## src/hdl/rocache_pkg.sv

```systemverilog
// --------------------------------------------------
// Read-only cache shared definitions
// Fixed widths, routing choice and the packed
// request, lookup, memory and response structs
// --------------------------------------------------
package rocache_pkg;

  localparam int unsigned ADDR_WIDTH = 32;
  localparam int unsigned DATA_WIDTH = 32;

  typedef logic [ADDR_WIDTH-1:0] addr_t;
  typedef logic [DATA_WIDTH-1:0] word_t;

  // Where a decoded read is served from
  typedef enum logic {
    ROUTE_BYPASS = 1'b0,
    ROUTE_CACHE  = 1'b1
  } route_e;

  // Core side
  typedef struct packed {
    addr_t addr;
  } cache_req_t;

  typedef struct packed {
    word_t data;
    logic  error;
  } cache_rsp_t;

  // Between the internal stages
  typedef struct packed {
    addr_t  addr;
    route_e route;
  } dec_req_t;

  typedef struct packed {
    addr_t  addr;
    route_e route;
    logic   hit;
    word_t  data;
  } look_t;

  // Memory side, beats counts the words to return
  typedef struct packed {
    addr_t      addr;
    logic [7:0] beats;
  } mem_req_t;

  typedef struct packed {
    word_t data;
    logic  error;
    logic  last;
  } mem_rsp_t;

endpackage

```

## src/hdl/rocache_route_decode.sv

```systemverilog
// --------------------------------------------------
// Request routing for the read-only cache
// Matches reads against the cacheable rules and
// keeps track of the single request in flight
// --------------------------------------------------
`timescale 1ns/1ps

module rocache_route_decode #(
  parameter int unsigned NrAddrRules = 1
) (
  input  logic                                   clk_i,
  input  logic                                   reset_i,
  input  logic                                   enable_i,
  input  rocache_pkg::addr_t [NrAddrRules-1:0]   start_addr_i,
  input  rocache_pkg::addr_t [NrAddrRules-1:0]   end_addr_i,
  input  rocache_pkg::cache_req_t                req_i,
  input  logic                                   req_valid_i,
  output logic                                   req_ready_o,
  input  logic                                   flush_valid_i,
  output logic                                   flush_ready_o,
  input  logic                                   done_i,
  output rocache_pkg::dec_req_t                  dec_o,
  output logic                                   dec_valid_o,
  output logic                                   flush_o
);

  import rocache_pkg::*;

  logic     busy_q;
  logic     launch_q;
  logic     dec_valid_q;
  logic     rule_hit;
  logic     req_fire;
  route_e   route;
  dec_req_t dec_q;

  // Any rule with start <= addr < end makes the read cacheable
  always_comb begin
    rule_hit = 1'b0;
    for (int unsigned i = 0; i < NrAddrRules; i++) begin
      if (req_i.addr >= start_addr_i[i] && req_i.addr < end_addr_i[i]) begin
        rule_hit = 1'b1;
      end
    end
  end

  assign route = (enable_i && rule_hit) ? ROUTE_CACHE : ROUTE_BYPASS;

  // Flush only while no read is in flight
  assign req_ready_o   = !busy_q;
  assign flush_ready_o = !busy_q;
  assign req_fire      = req_valid_i && req_ready_o;
  assign flush_o       = flush_valid_i && flush_ready_o;

  always_ff @(posedge clk_i) begin
    if (reset_i) begin
      busy_q      <= 1'b0;
      launch_q    <= 1'b0;
      dec_valid_q <= 1'b0;
    end else begin
      if (req_fire) begin
        busy_q <= 1'b1;
      end else if (done_i) begin
        busy_q <= 1'b0;
      end
      // Lookup starts one edge after the request is captured
      launch_q    <= req_fire;
      dec_valid_q <= launch_q;
    end
  end

  always_ff @(posedge clk_i) begin
    if (req_fire) begin
      dec_q <= '{addr: req_i.addr, route: route};
    end
  end

  assign dec_o       = dec_q;
  assign dec_valid_o = dec_valid_q;

endmodule

```

## src/hdl/rocache_lookup.sv

```systemverilog
// --------------------------------------------------
// Direct-mapped line store
// Valid bits, tags and data words with hit check,
// line fill from the miss handler and flush
// --------------------------------------------------
`timescale 1ns/1ps

module rocache_lookup #(
  parameter int unsigned LineWords = 4,
  parameter int unsigned LineCount = 8
) (
  input  logic                                  clk_i,
  input  logic                                  reset_i,
  input  rocache_pkg::dec_req_t                 dec_i,
  input  logic                                  dec_valid_i,
  input  logic                                  flush_i,
  input  rocache_pkg::addr_t                    fill_addr_i,
  input  rocache_pkg::word_t [LineWords-1:0]    fill_line_i,
  input  logic                                  fill_valid_i,
  output rocache_pkg::look_t                    look_o,
  output logic                                  look_valid_o
);

  import rocache_pkg::*;

  // --------------------------------------------------
  // Address split
  // --------------------------------------------------
  localparam int unsigned ByteBits   = $clog2(DATA_WIDTH / 8);
  localparam int unsigned OffsetBits = $clog2(LineWords);
  localparam int unsigned IndexBits  = $clog2(LineCount);
  localparam int unsigned TagLsb     = ByteBits + OffsetBits + IndexBits;
  localparam int unsigned TagBits    = ADDR_WIDTH - TagLsb;

  typedef logic [TagBits-1:0] tag_t;

  logic [OffsetBits-1:0] look_off;
  logic [IndexBits-1:0]  look_idx;
  tag_t                  look_tag;
  logic [IndexBits-1:0]  fill_idx;
  tag_t                  fill_tag;

  assign look_off = dec_i.addr[ByteBits +: OffsetBits];
  assign look_idx = dec_i.addr[ByteBits + OffsetBits +: IndexBits];
  assign look_tag = dec_i.addr[TagLsb +: TagBits];
  assign fill_idx = fill_addr_i[ByteBits + OffsetBits +: IndexBits];
  assign fill_tag = fill_addr_i[TagLsb +: TagBits];

  // --------------------------------------------------
  // Line store
  // --------------------------------------------------
  logic [LineCount-1:0]  valid_q;
  tag_t                  tag_q  [LineCount];
  word_t [LineWords-1:0] data_q [LineCount];

  // Flush clears every line at once
  always_ff @(posedge clk_i) begin
    if (reset_i) begin
      valid_q <= '0;
    end else if (flush_i) begin
      valid_q <= '0;
    end else if (fill_valid_i) begin
      valid_q[fill_idx] <= 1'b1;
    end
  end

  always_ff @(posedge clk_i) begin
    if (fill_valid_i) begin
      tag_q[fill_idx]  <= fill_tag;
      data_q[fill_idx] <= fill_line_i;
    end
  end

  // --------------------------------------------------
  // Hit check
  // --------------------------------------------------
  logic line_hit;

  // Bypass reads never hit, even if the line is present
  assign line_hit = (dec_i.route == ROUTE_CACHE) && valid_q[look_idx] &&
                    (tag_q[look_idx] == look_tag);

  always_comb begin
    look_o.addr  = dec_i.addr;
    look_o.route = dec_i.route;
    look_o.hit   = line_hit;
    look_o.data  = data_q[look_idx][look_off];
  end

  assign look_valid_o = dec_valid_i;

endmodule

```

## src/hdl/rocache_miss_handler.sv

```systemverilog
// --------------------------------------------------
// Miss handler and response stage
// Fetches lines for misses and single words for
// bypass reads, fills the store and answers the core
// --------------------------------------------------
`timescale 1ns/1ps

module rocache_miss_handler #(
  parameter int unsigned LineWords = 4
) (
  input  logic                                  clk_i,
  input  logic                                  reset_i,
  input  rocache_pkg::look_t                    look_i,
  input  logic                                  look_valid_i,
  output rocache_pkg::mem_req_t                 mem_req_o,
  output logic                                  mem_req_valid_o,
  input  logic                                  mem_req_ready_i,
  input  rocache_pkg::mem_rsp_t                 mem_rsp_i,
  input  logic                                  mem_rsp_valid_i,
  output logic                                  mem_rsp_ready_o,
  output rocache_pkg::addr_t                    fill_addr_o,
  output rocache_pkg::word_t [LineWords-1:0]    fill_line_o,
  output logic                                  fill_valid_o,
  output rocache_pkg::cache_rsp_t               rsp_o,
  output logic                                  rsp_valid_o,
  input  logic                                  rsp_ready_i,
  output logic                                  done_o
);

  import rocache_pkg::*;

  localparam int unsigned ByteBits   = $clog2(DATA_WIDTH / 8);
  localparam int unsigned OffsetBits = $clog2(LineWords);
  localparam addr_t       LineMask   = addr_t'(LineWords * DATA_WIDTH / 8 - 1);

  typedef enum logic [1:0] {
    ST_IDLE,
    ST_REQ,
    ST_COLLECT,
    ST_RESP
  } state_e;

  state_e                state_q;
  logic                  fill_valid_q;
  addr_t                 addr_q;
  route_e                route_q;
  mem_req_t              mem_req_q;
  logic [OffsetBits-1:0] beat_q;
  logic                  err_q;
  word_t [LineWords-1:0] line_q;
  word_t [LineWords-1:0] line_d;
  cache_rsp_t            rsp_q;

  logic                  beat_fire;
  logic                  beat_err;
  logic [OffsetBits-1:0] word_off;

  assign beat_fire = mem_rsp_valid_i && mem_rsp_ready_o;
  assign beat_err  = err_q || mem_rsp_i.error;
  assign word_off  = addr_q[ByteBits +: OffsetBits];

  // Line buffer including the beat arriving now
  always_comb begin
    line_d         = line_q;
    line_d[beat_q] = mem_rsp_i.data;
  end

  // --------------------------------------------------
  // FSM
  // --------------------------------------------------
  always_ff @(posedge clk_i) begin
    if (reset_i) begin
      state_q      <= ST_IDLE;
      fill_valid_q <= 1'b0;
    end else begin
      fill_valid_q <= 1'b0;
      case (state_q)
        ST_IDLE: begin
          if (look_valid_i) begin
            state_q <= look_i.hit ? ST_RESP : ST_REQ;
          end
        end
        ST_REQ: begin
          if (mem_req_ready_i) begin
            state_q <= ST_COLLECT;
          end
        end
        ST_COLLECT: begin
          if (beat_fire && mem_rsp_i.last) begin
            state_q <= ST_RESP;
            // Lines with a failing beat stay out of the store
            fill_valid_q <= (route_q == ROUTE_CACHE) && !beat_err;
          end
        end
        ST_RESP: begin
          if (rsp_ready_i) begin
            state_q <= ST_IDLE;
          end
        end
        default: state_q <= ST_IDLE;
      endcase
    end
  end

  // --------------------------------------------------
  // Request, line and response registers
  // --------------------------------------------------
  always_ff @(posedge clk_i) begin
    if (state_q == ST_IDLE && look_valid_i) begin
      addr_q  <= look_i.addr;
      route_q <= look_i.route;
      beat_q  <= '0;
      err_q   <= 1'b0;
      rsp_q   <= '{data: look_i.data, error: 1'b0};
      if (look_i.route == ROUTE_CACHE) begin
        mem_req_q <= '{addr: look_i.addr & ~LineMask, beats: 8'(LineWords)};
      end else begin
        mem_req_q <= '{addr: look_i.addr, beats: 8'd1};
      end
    end else if (beat_fire) begin
      line_q <= line_d;
      beat_q <= beat_q + 1'b1;
      err_q  <= beat_err;
      if (mem_rsp_i.last) begin
        rsp_q.data  <= (route_q == ROUTE_CACHE) ? line_d[word_off] : mem_rsp_i.data;
        rsp_q.error <= beat_err;
      end
    end
  end

  assign mem_req_o       = mem_req_q;
  assign mem_req_valid_o = (state_q == ST_REQ);
  assign mem_rsp_ready_o = (state_q == ST_COLLECT);

  assign fill_addr_o  = mem_req_q.addr;
  assign fill_line_o  = line_q;
  assign fill_valid_o = fill_valid_q;

  assign rsp_o       = rsp_q;
  assign rsp_valid_o = (state_q == ST_RESP);
  assign done_o      = rsp_valid_o && rsp_ready_i;

endmodule

```

## src/hdl/rocache_top.sv

```systemverilog
// --------------------------------------------------
// Read-only cache top level
// Routes core reads to a direct-mapped store or
// straight to memory, one request in flight
// --------------------------------------------------
`timescale 1ns/1ps

module rocache_top #(
  parameter int unsigned LineWords   = 4,
  parameter int unsigned LineCount   = 8,
  parameter int unsigned NrAddrRules = 2
) (
  input  logic                                   clk_i,
  input  logic                                   reset_i,
  input  logic                                   enable_i,
  input  rocache_pkg::addr_t [NrAddrRules-1:0]   start_addr_i,
  input  rocache_pkg::addr_t [NrAddrRules-1:0]   end_addr_i,
  input  logic                                   flush_valid_i,
  output logic                                   flush_ready_o,
  // Core side
  input  rocache_pkg::cache_req_t                req_i,
  input  logic                                   req_valid_i,
  output logic                                   req_ready_o,
  output rocache_pkg::cache_rsp_t                rsp_o,
  output logic                                   rsp_valid_o,
  input  logic                                   rsp_ready_i,
  // Memory side
  output rocache_pkg::mem_req_t                  mem_req_o,
  output logic                                   mem_req_valid_o,
  input  logic                                   mem_req_ready_i,
  input  rocache_pkg::mem_rsp_t                  mem_rsp_i,
  input  logic                                   mem_rsp_valid_i,
  output logic                                   mem_rsp_ready_o
);

  import rocache_pkg::*;

  dec_req_t              dec;
  logic                  dec_valid;
  logic                  flush;
  look_t                 look;
  logic                  look_valid;
  addr_t                 fill_addr;
  word_t [LineWords-1:0] fill_line;
  logic                  fill_valid;
  logic                  done;

  rocache_route_decode #(
    .NrAddrRules ( NrAddrRules )
  ) route_decode_inst (
    .clk_i         ( clk_i         ),
    .reset_i       ( reset_i       ),
    .enable_i      ( enable_i      ),
    .start_addr_i  ( start_addr_i  ),
    .end_addr_i    ( end_addr_i    ),
    .req_i         ( req_i         ),
    .req_valid_i   ( req_valid_i   ),
    .req_ready_o   ( req_ready_o   ),
    .flush_valid_i ( flush_valid_i ),
    .flush_ready_o ( flush_ready_o ),
    .done_i        ( done          ),
    .dec_o         ( dec           ),
    .dec_valid_o   ( dec_valid     ),
    .flush_o       ( flush         )
  );

  rocache_lookup #(
    .LineWords ( LineWords ),
    .LineCount ( LineCount )
  ) lookup_inst (
    .clk_i        ( clk_i      ),
    .reset_i      ( reset_i    ),
    .dec_i        ( dec        ),
    .dec_valid_i  ( dec_valid  ),
    .flush_i      ( flush      ),
    .fill_addr_i  ( fill_addr  ),
    .fill_line_i  ( fill_line  ),
    .fill_valid_i ( fill_valid ),
    .look_o       ( look       ),
    .look_valid_o ( look_valid )
  );

  rocache_miss_handler #(
    .LineWords ( LineWords )
  ) miss_handler_inst (
    .clk_i           ( clk_i           ),
    .reset_i         ( reset_i         ),
    .look_i          ( look            ),
    .look_valid_i    ( look_valid      ),
    .mem_req_o       ( mem_req_o       ),
    .mem_req_valid_o ( mem_req_valid_o ),
    .mem_req_ready_i ( mem_req_ready_i ),
    .mem_rsp_i       ( mem_rsp_i       ),
    .mem_rsp_valid_i ( mem_rsp_valid_i ),
    .mem_rsp_ready_o ( mem_rsp_ready_o ),
    .fill_addr_o     ( fill_addr       ),
    .fill_line_o     ( fill_line       ),
    .fill_valid_o    ( fill_valid      ),
    .rsp_o           ( rsp_o           ),
    .rsp_valid_o     ( rsp_valid_o     ),
    .rsp_ready_i     ( rsp_ready_i     ),
    .done_o          ( done            )
  );

endmodule

```

## config.mk

```make
export PLATFORM = sky130hd
export DESIGN_NAME = rocache_top
export DESIGN_NICKNAME = d
export VERILOG_FILES = /design/src/hdl/rocache_pkg.sv /design/src/hdl/rocache_route_decode.sv /design/src/hdl/rocache_lookup.sv /design/src/hdl/rocache_miss_handler.sv /design/src/hdl/rocache_top.sv
export SDC_FILE = /design/constraint.sdc
export NUM_CORES = 1
export LEC_CHECK = 0
export BUFFER_PORTS_ARGS = -buffer_cell sky130_fd_sc_hd__clkbuf_2
export CAP_MARGIN = 25
export CORE_MARGIN = 2
export CORE_UTILIZATION = 30
export DETAILED_ROUTE_END_ITERATION = 6
export GPL_TIMING_DRIVEN = 0
export HOLD_SLACK_MARGIN = 0.1
export PLACE_DENSITY = 0.44
export SYNTH_ARGS = -nofsm -noshare
export SYNTH_HDL_FRONTEND = slang
export SYNTH_HIERARCHICAL = 1
export SYNTH_SLANG_ARGS = --single-unit
```

## constraint.sdc

```tcl
create_clock -name clk_i -period 15.59 [get_ports clk_i]
set_clock_uncertainty 0.1 [all_clocks]
set_input_delay 0.7795 -clock clk_i [delete_from_list [all_inputs] [get_ports clk_i]]
set_output_delay 0.7795 -clock clk_i [all_outputs]
set_load 0.02 [all_outputs]
```

==> impl_metrics.py <==
metrics = {
    "status": {
        "status": "finished, final reports clean",
    },
    "drt": {
        "ant_nets": 0,
        "drc": 0,
        "wl_per_cell_um": 29.0,
        "drt_wl_total_um": 182000,
        "dr.pass1.iters": 5,
        "vias_per_cell": 4.92,
        "drt-initial-drc-count": 2642,
        "vias": 30900,
    },
    "clock_tree": {
        "clkSinkCount": 1471,
        "clock_latency_ns": 0.81,
        "clockBufferDepth": 3,
        "cts_made_buffers": 164,
        "cts_root_buf": "clkbuf_16",
        "htree_levels": 4,
        "cts_setup_buffers": 0,
        "path_clk_slew_ns": 0.06,
        "cts_tree": "yes",
    },
    "placed_design": {
        "pre_cts_ws_ns": 10.29,
        "portBuffers": 273,
        "dpl.hpwl_um": 125000,
        "dp_cells": 5978,
        "place_congestion": 0.758,
    },
    "final_layout": {
        "finalNonFillerCells": 6286,
        "nets": 3812,
        "drive_above_1_share": 0.383,
        "fill_cells": 18600,
        "syn2layout_area_growth_pct": 20.7,
    },
    "run": {
        "cap_violations": 0,
    },
    "logic_synthesis": {
        "muxShareOfSynthArea": 0.187,
        "syn-cell-area_sq_mm": 0.0612,
        "synth_cells": 2882,
        "synth.top_cells.by_count": "edfxtp_1, mux4_2, ha_1, inv_1, mux2_4",
        "syn_avg_cell_area_sq_um": 21.2,
        "synth_top_area_share": 0.713,
        "synth_edf_count": 1453,
        "synth_top_area_cell": "edfxtp_1",
        "synth_top_flop_cell": "edfxtp_1",
        "ys_seq_area_frac": 0.719,
        "synth_async_sr_flop_share": 0,
        "synthXorXnorAreaFrac": 0.00372,
        "ys_ff_latch": 1471,
        "synth_compound_area_frac": 0.0184,
        "synth.area.top_cells": "edfxtp_1, mux4_2, ha_1, mux2_4, mux2_2",
        "synth_simple_gate_area_frac": 0.0155,
        "yosysUniqueCellTypes": 60,
        "synth_fa_ha_area_frac": 0.0278,
        "synth.most_common_cell": "edfxtp_1",
        "ys_warn_count": 6,
        "synth_top_family_by_area": "multiplexers",
    },
    "setup_path": {
        "critPathLaunchType": "flop",
        "worstPathArrival_ns": 5.79,
        "cp_slowest_cell": "clkbuf_1",
        "crit_type": "reg -> reg",
        "path_cells": "buf_2 > clkbuf_1 > clkbuf_1 > buf_2 > mux4_2 > mux2i_1 > xor2_1 > nand4_1 > nor4_2 > buf_4 > mux2i_1 > a211oi_1",
        "slowest_delay_ns": 0.74,
        "endpoint_kind": "flop",
        "worst_ep_required_time_ns": 16.20,
        "crit_fanout": 10,
    },
    "timing": {
        "slew_headroom": 0.230,
        "finalCriticalPeriod_ns": 5.18,
        "hold_viol": 0,
        "clock.fmax_mhz": 193,
        "tightest_slew_ns": 1.15,
        "slew_viol_final": 0,
        "tns_ns": 0,
        "layout_setup_ws_ns": 10.41,
        "rsz0062_at_grt": "false",
        "fin_crit_sh": 0.332,
        "setup_viol": 0,
    },
    "floorplanning": {
        "die_w_um": 456,
        "row_count": 165,
        "dieHeight_um": 456,
        "initial_utilization": 0.302,
        "dieArea_sq_mm": 0.208,
        "io_pins": 280,
        "core_sq_mm": 0.203,
    },
    "power": {
        "p_leak_nw": 25.2,
        "ir_drop_uv": 95.1,
        "finalPower_mw": 9.70,
        "power_density_mw_per_mm2": 131,
    },
    "global_routing": {
        "grt.total_usage": 0.174,
        "first_global_vias": 32300,
        "grt_pass1_wl_um": 254000,
        "grt_max_degree": 33,
        "grt_overflow": 0,
        "antenna_found_initial": 19,
    },
    "min_path": {
        "hold_path.class": "in -> reg",
    },
}
==> worst max-delay path: cells and delay by family, from the launching register on <==
| family | cells | cell delay [ns] |
|---|---|---|
| multiplexers | 3 | 0.77 |
| AO/OA/AOI/OAI | 1 | 0.24 |
| buffers and inverters | 5 | 2.52 |
| AND/OR/NAND/NOR | 2 | 0.82 |
| flip-flops | 1 | 0.34 |
| XOR/XNOR | 1 | 0.25 |
==> through the flow <==
step / cell area (sq um) / utilization / hold WS, ns
after global routing: 73800 / 0.365 / 0.136
after detailed placement: 68500 / 0.338 / 0.329
after global placement: 65900 / 0.325 / 0.331
after floorplan: 61200 / - / 0.314
after CTS: 73800 / 0.365 / 0.102
final: 73800 / 0.365 / 0.168
==> cell families (layout without fill, tap and decap cells) <==
group	after synthesis	in the layout
buffers and inverters	335	1059
adders and majority gates	136	136
other	1	9
xor gates and xnor gates	26	26
AOI/OAI and AO/OA	152	152
DFF	1471	1471
and+or+nand+nor	173	173
muxes	588	588
==> cells in the final DEF, fill, tap and decap left out, types with 28 or more instances in the layout <==
cell type,netlist,routed
ha_1,136,136
clkinv_2,0,28
mux2_4,81,81
clkbuf_2,0,286
clkbuf_16,0,167
buf_4,76,77
nand2_1,33,33
buf_6,14,55
mux2_2,79,79
clkinv_1,0,42
clkbuf_1,53,71
mux4_2,404,404
buf_12,3,54
a21oi_1,42,42
buf_2,23,39
inv_1,134,134
edfxtp_1,1453,1453
and3_1,32,32
a221o_1,33,33
buf_8,1,42
==> worst paths after layout <==
check / from / endpoint / slack (ns) / cells after the start
setup / recovery: route_decode_inst/dec_o[6] / miss_handler_inst/state_q[1] / 10.41 / 12
hold reg to reg: route_decode_inst/launch_q / route_decode_inst/dec_valid_o / 0.34 / 1
setup reg to reg: route_decode_inst/dec_o[6] / miss_handler_inst/state_q[1] / 10.41 / 12
hold / removal: req_i[6] / route_decode_inst/dec_o[7] / 0.17 / 1
==> where the power goes <==
| group | leakage [nW] | total [mW] | switching, mW | internal, mW |
|---|---|---|---|---|
| clock | 2.61 | 3.86 | 1.61 | 2.25 |
| sequential | 13.2 | 4.67 | 0.127 | 4.54 |
| combinational | 9.36 | 1.17 | 0.641 | 0.529 |
| total | 25.2 | 9.70 | 2.38 | 7.31 |
==> layout make-up <==
cell class              instances  area [sq um]  area share
clock inverters               103          1030      0.0140
flip-flops and latches       1471         44000       0.596
clock buffers                 200          4320      0.0585
repair buffers                421          3820      0.0518
diodes                          3          7.51    0.000102
inverters                     135           507     0.00686
well taps                    2672          3340      0.0453
plain buffers                 200          1270      0.0171
multi-input cells            1081         15500       0.211
==> registers in the layout (all words and copies together) (netlist names), 2 cells and up <==
| signal | count |
|---|---|
| miss_handler_inst/fill_addr_o | 32 |
| miss_handler_inst/addr_q | 2 |
| miss_handler_inst/rsp_o | 33 |
| miss_handler_inst/state_q | 2 |
| miss_handler_inst/beat_q | 2 |
| lookup_inst/data_q | 1024 |
| miss_handler_inst/mem_req_o | 2 |
| lookup_inst/tag_q | 200 |
| miss_handler_inst/fill_line_o | 128 |
| lookup_inst/valid_q | 8 |
| route_decode_inst/dec_o | 33 |
==> metal layers <==
layer  track usage  vias up  routed length, um
met5             0        -                 39
met4        0.0477        6               4070
met3        0.0320      240               8970
met2         0.292      881              90400
met1         0.230    16700              78700
li1              -    13100                  -
==> repair_timing <==
action / in CTS / in global routing
hold buffers: 2 / 0
gates resized for setup: 0 / 0
hold endpoints to repair: 2 / 0
Power figures use the tool's default switching activity.
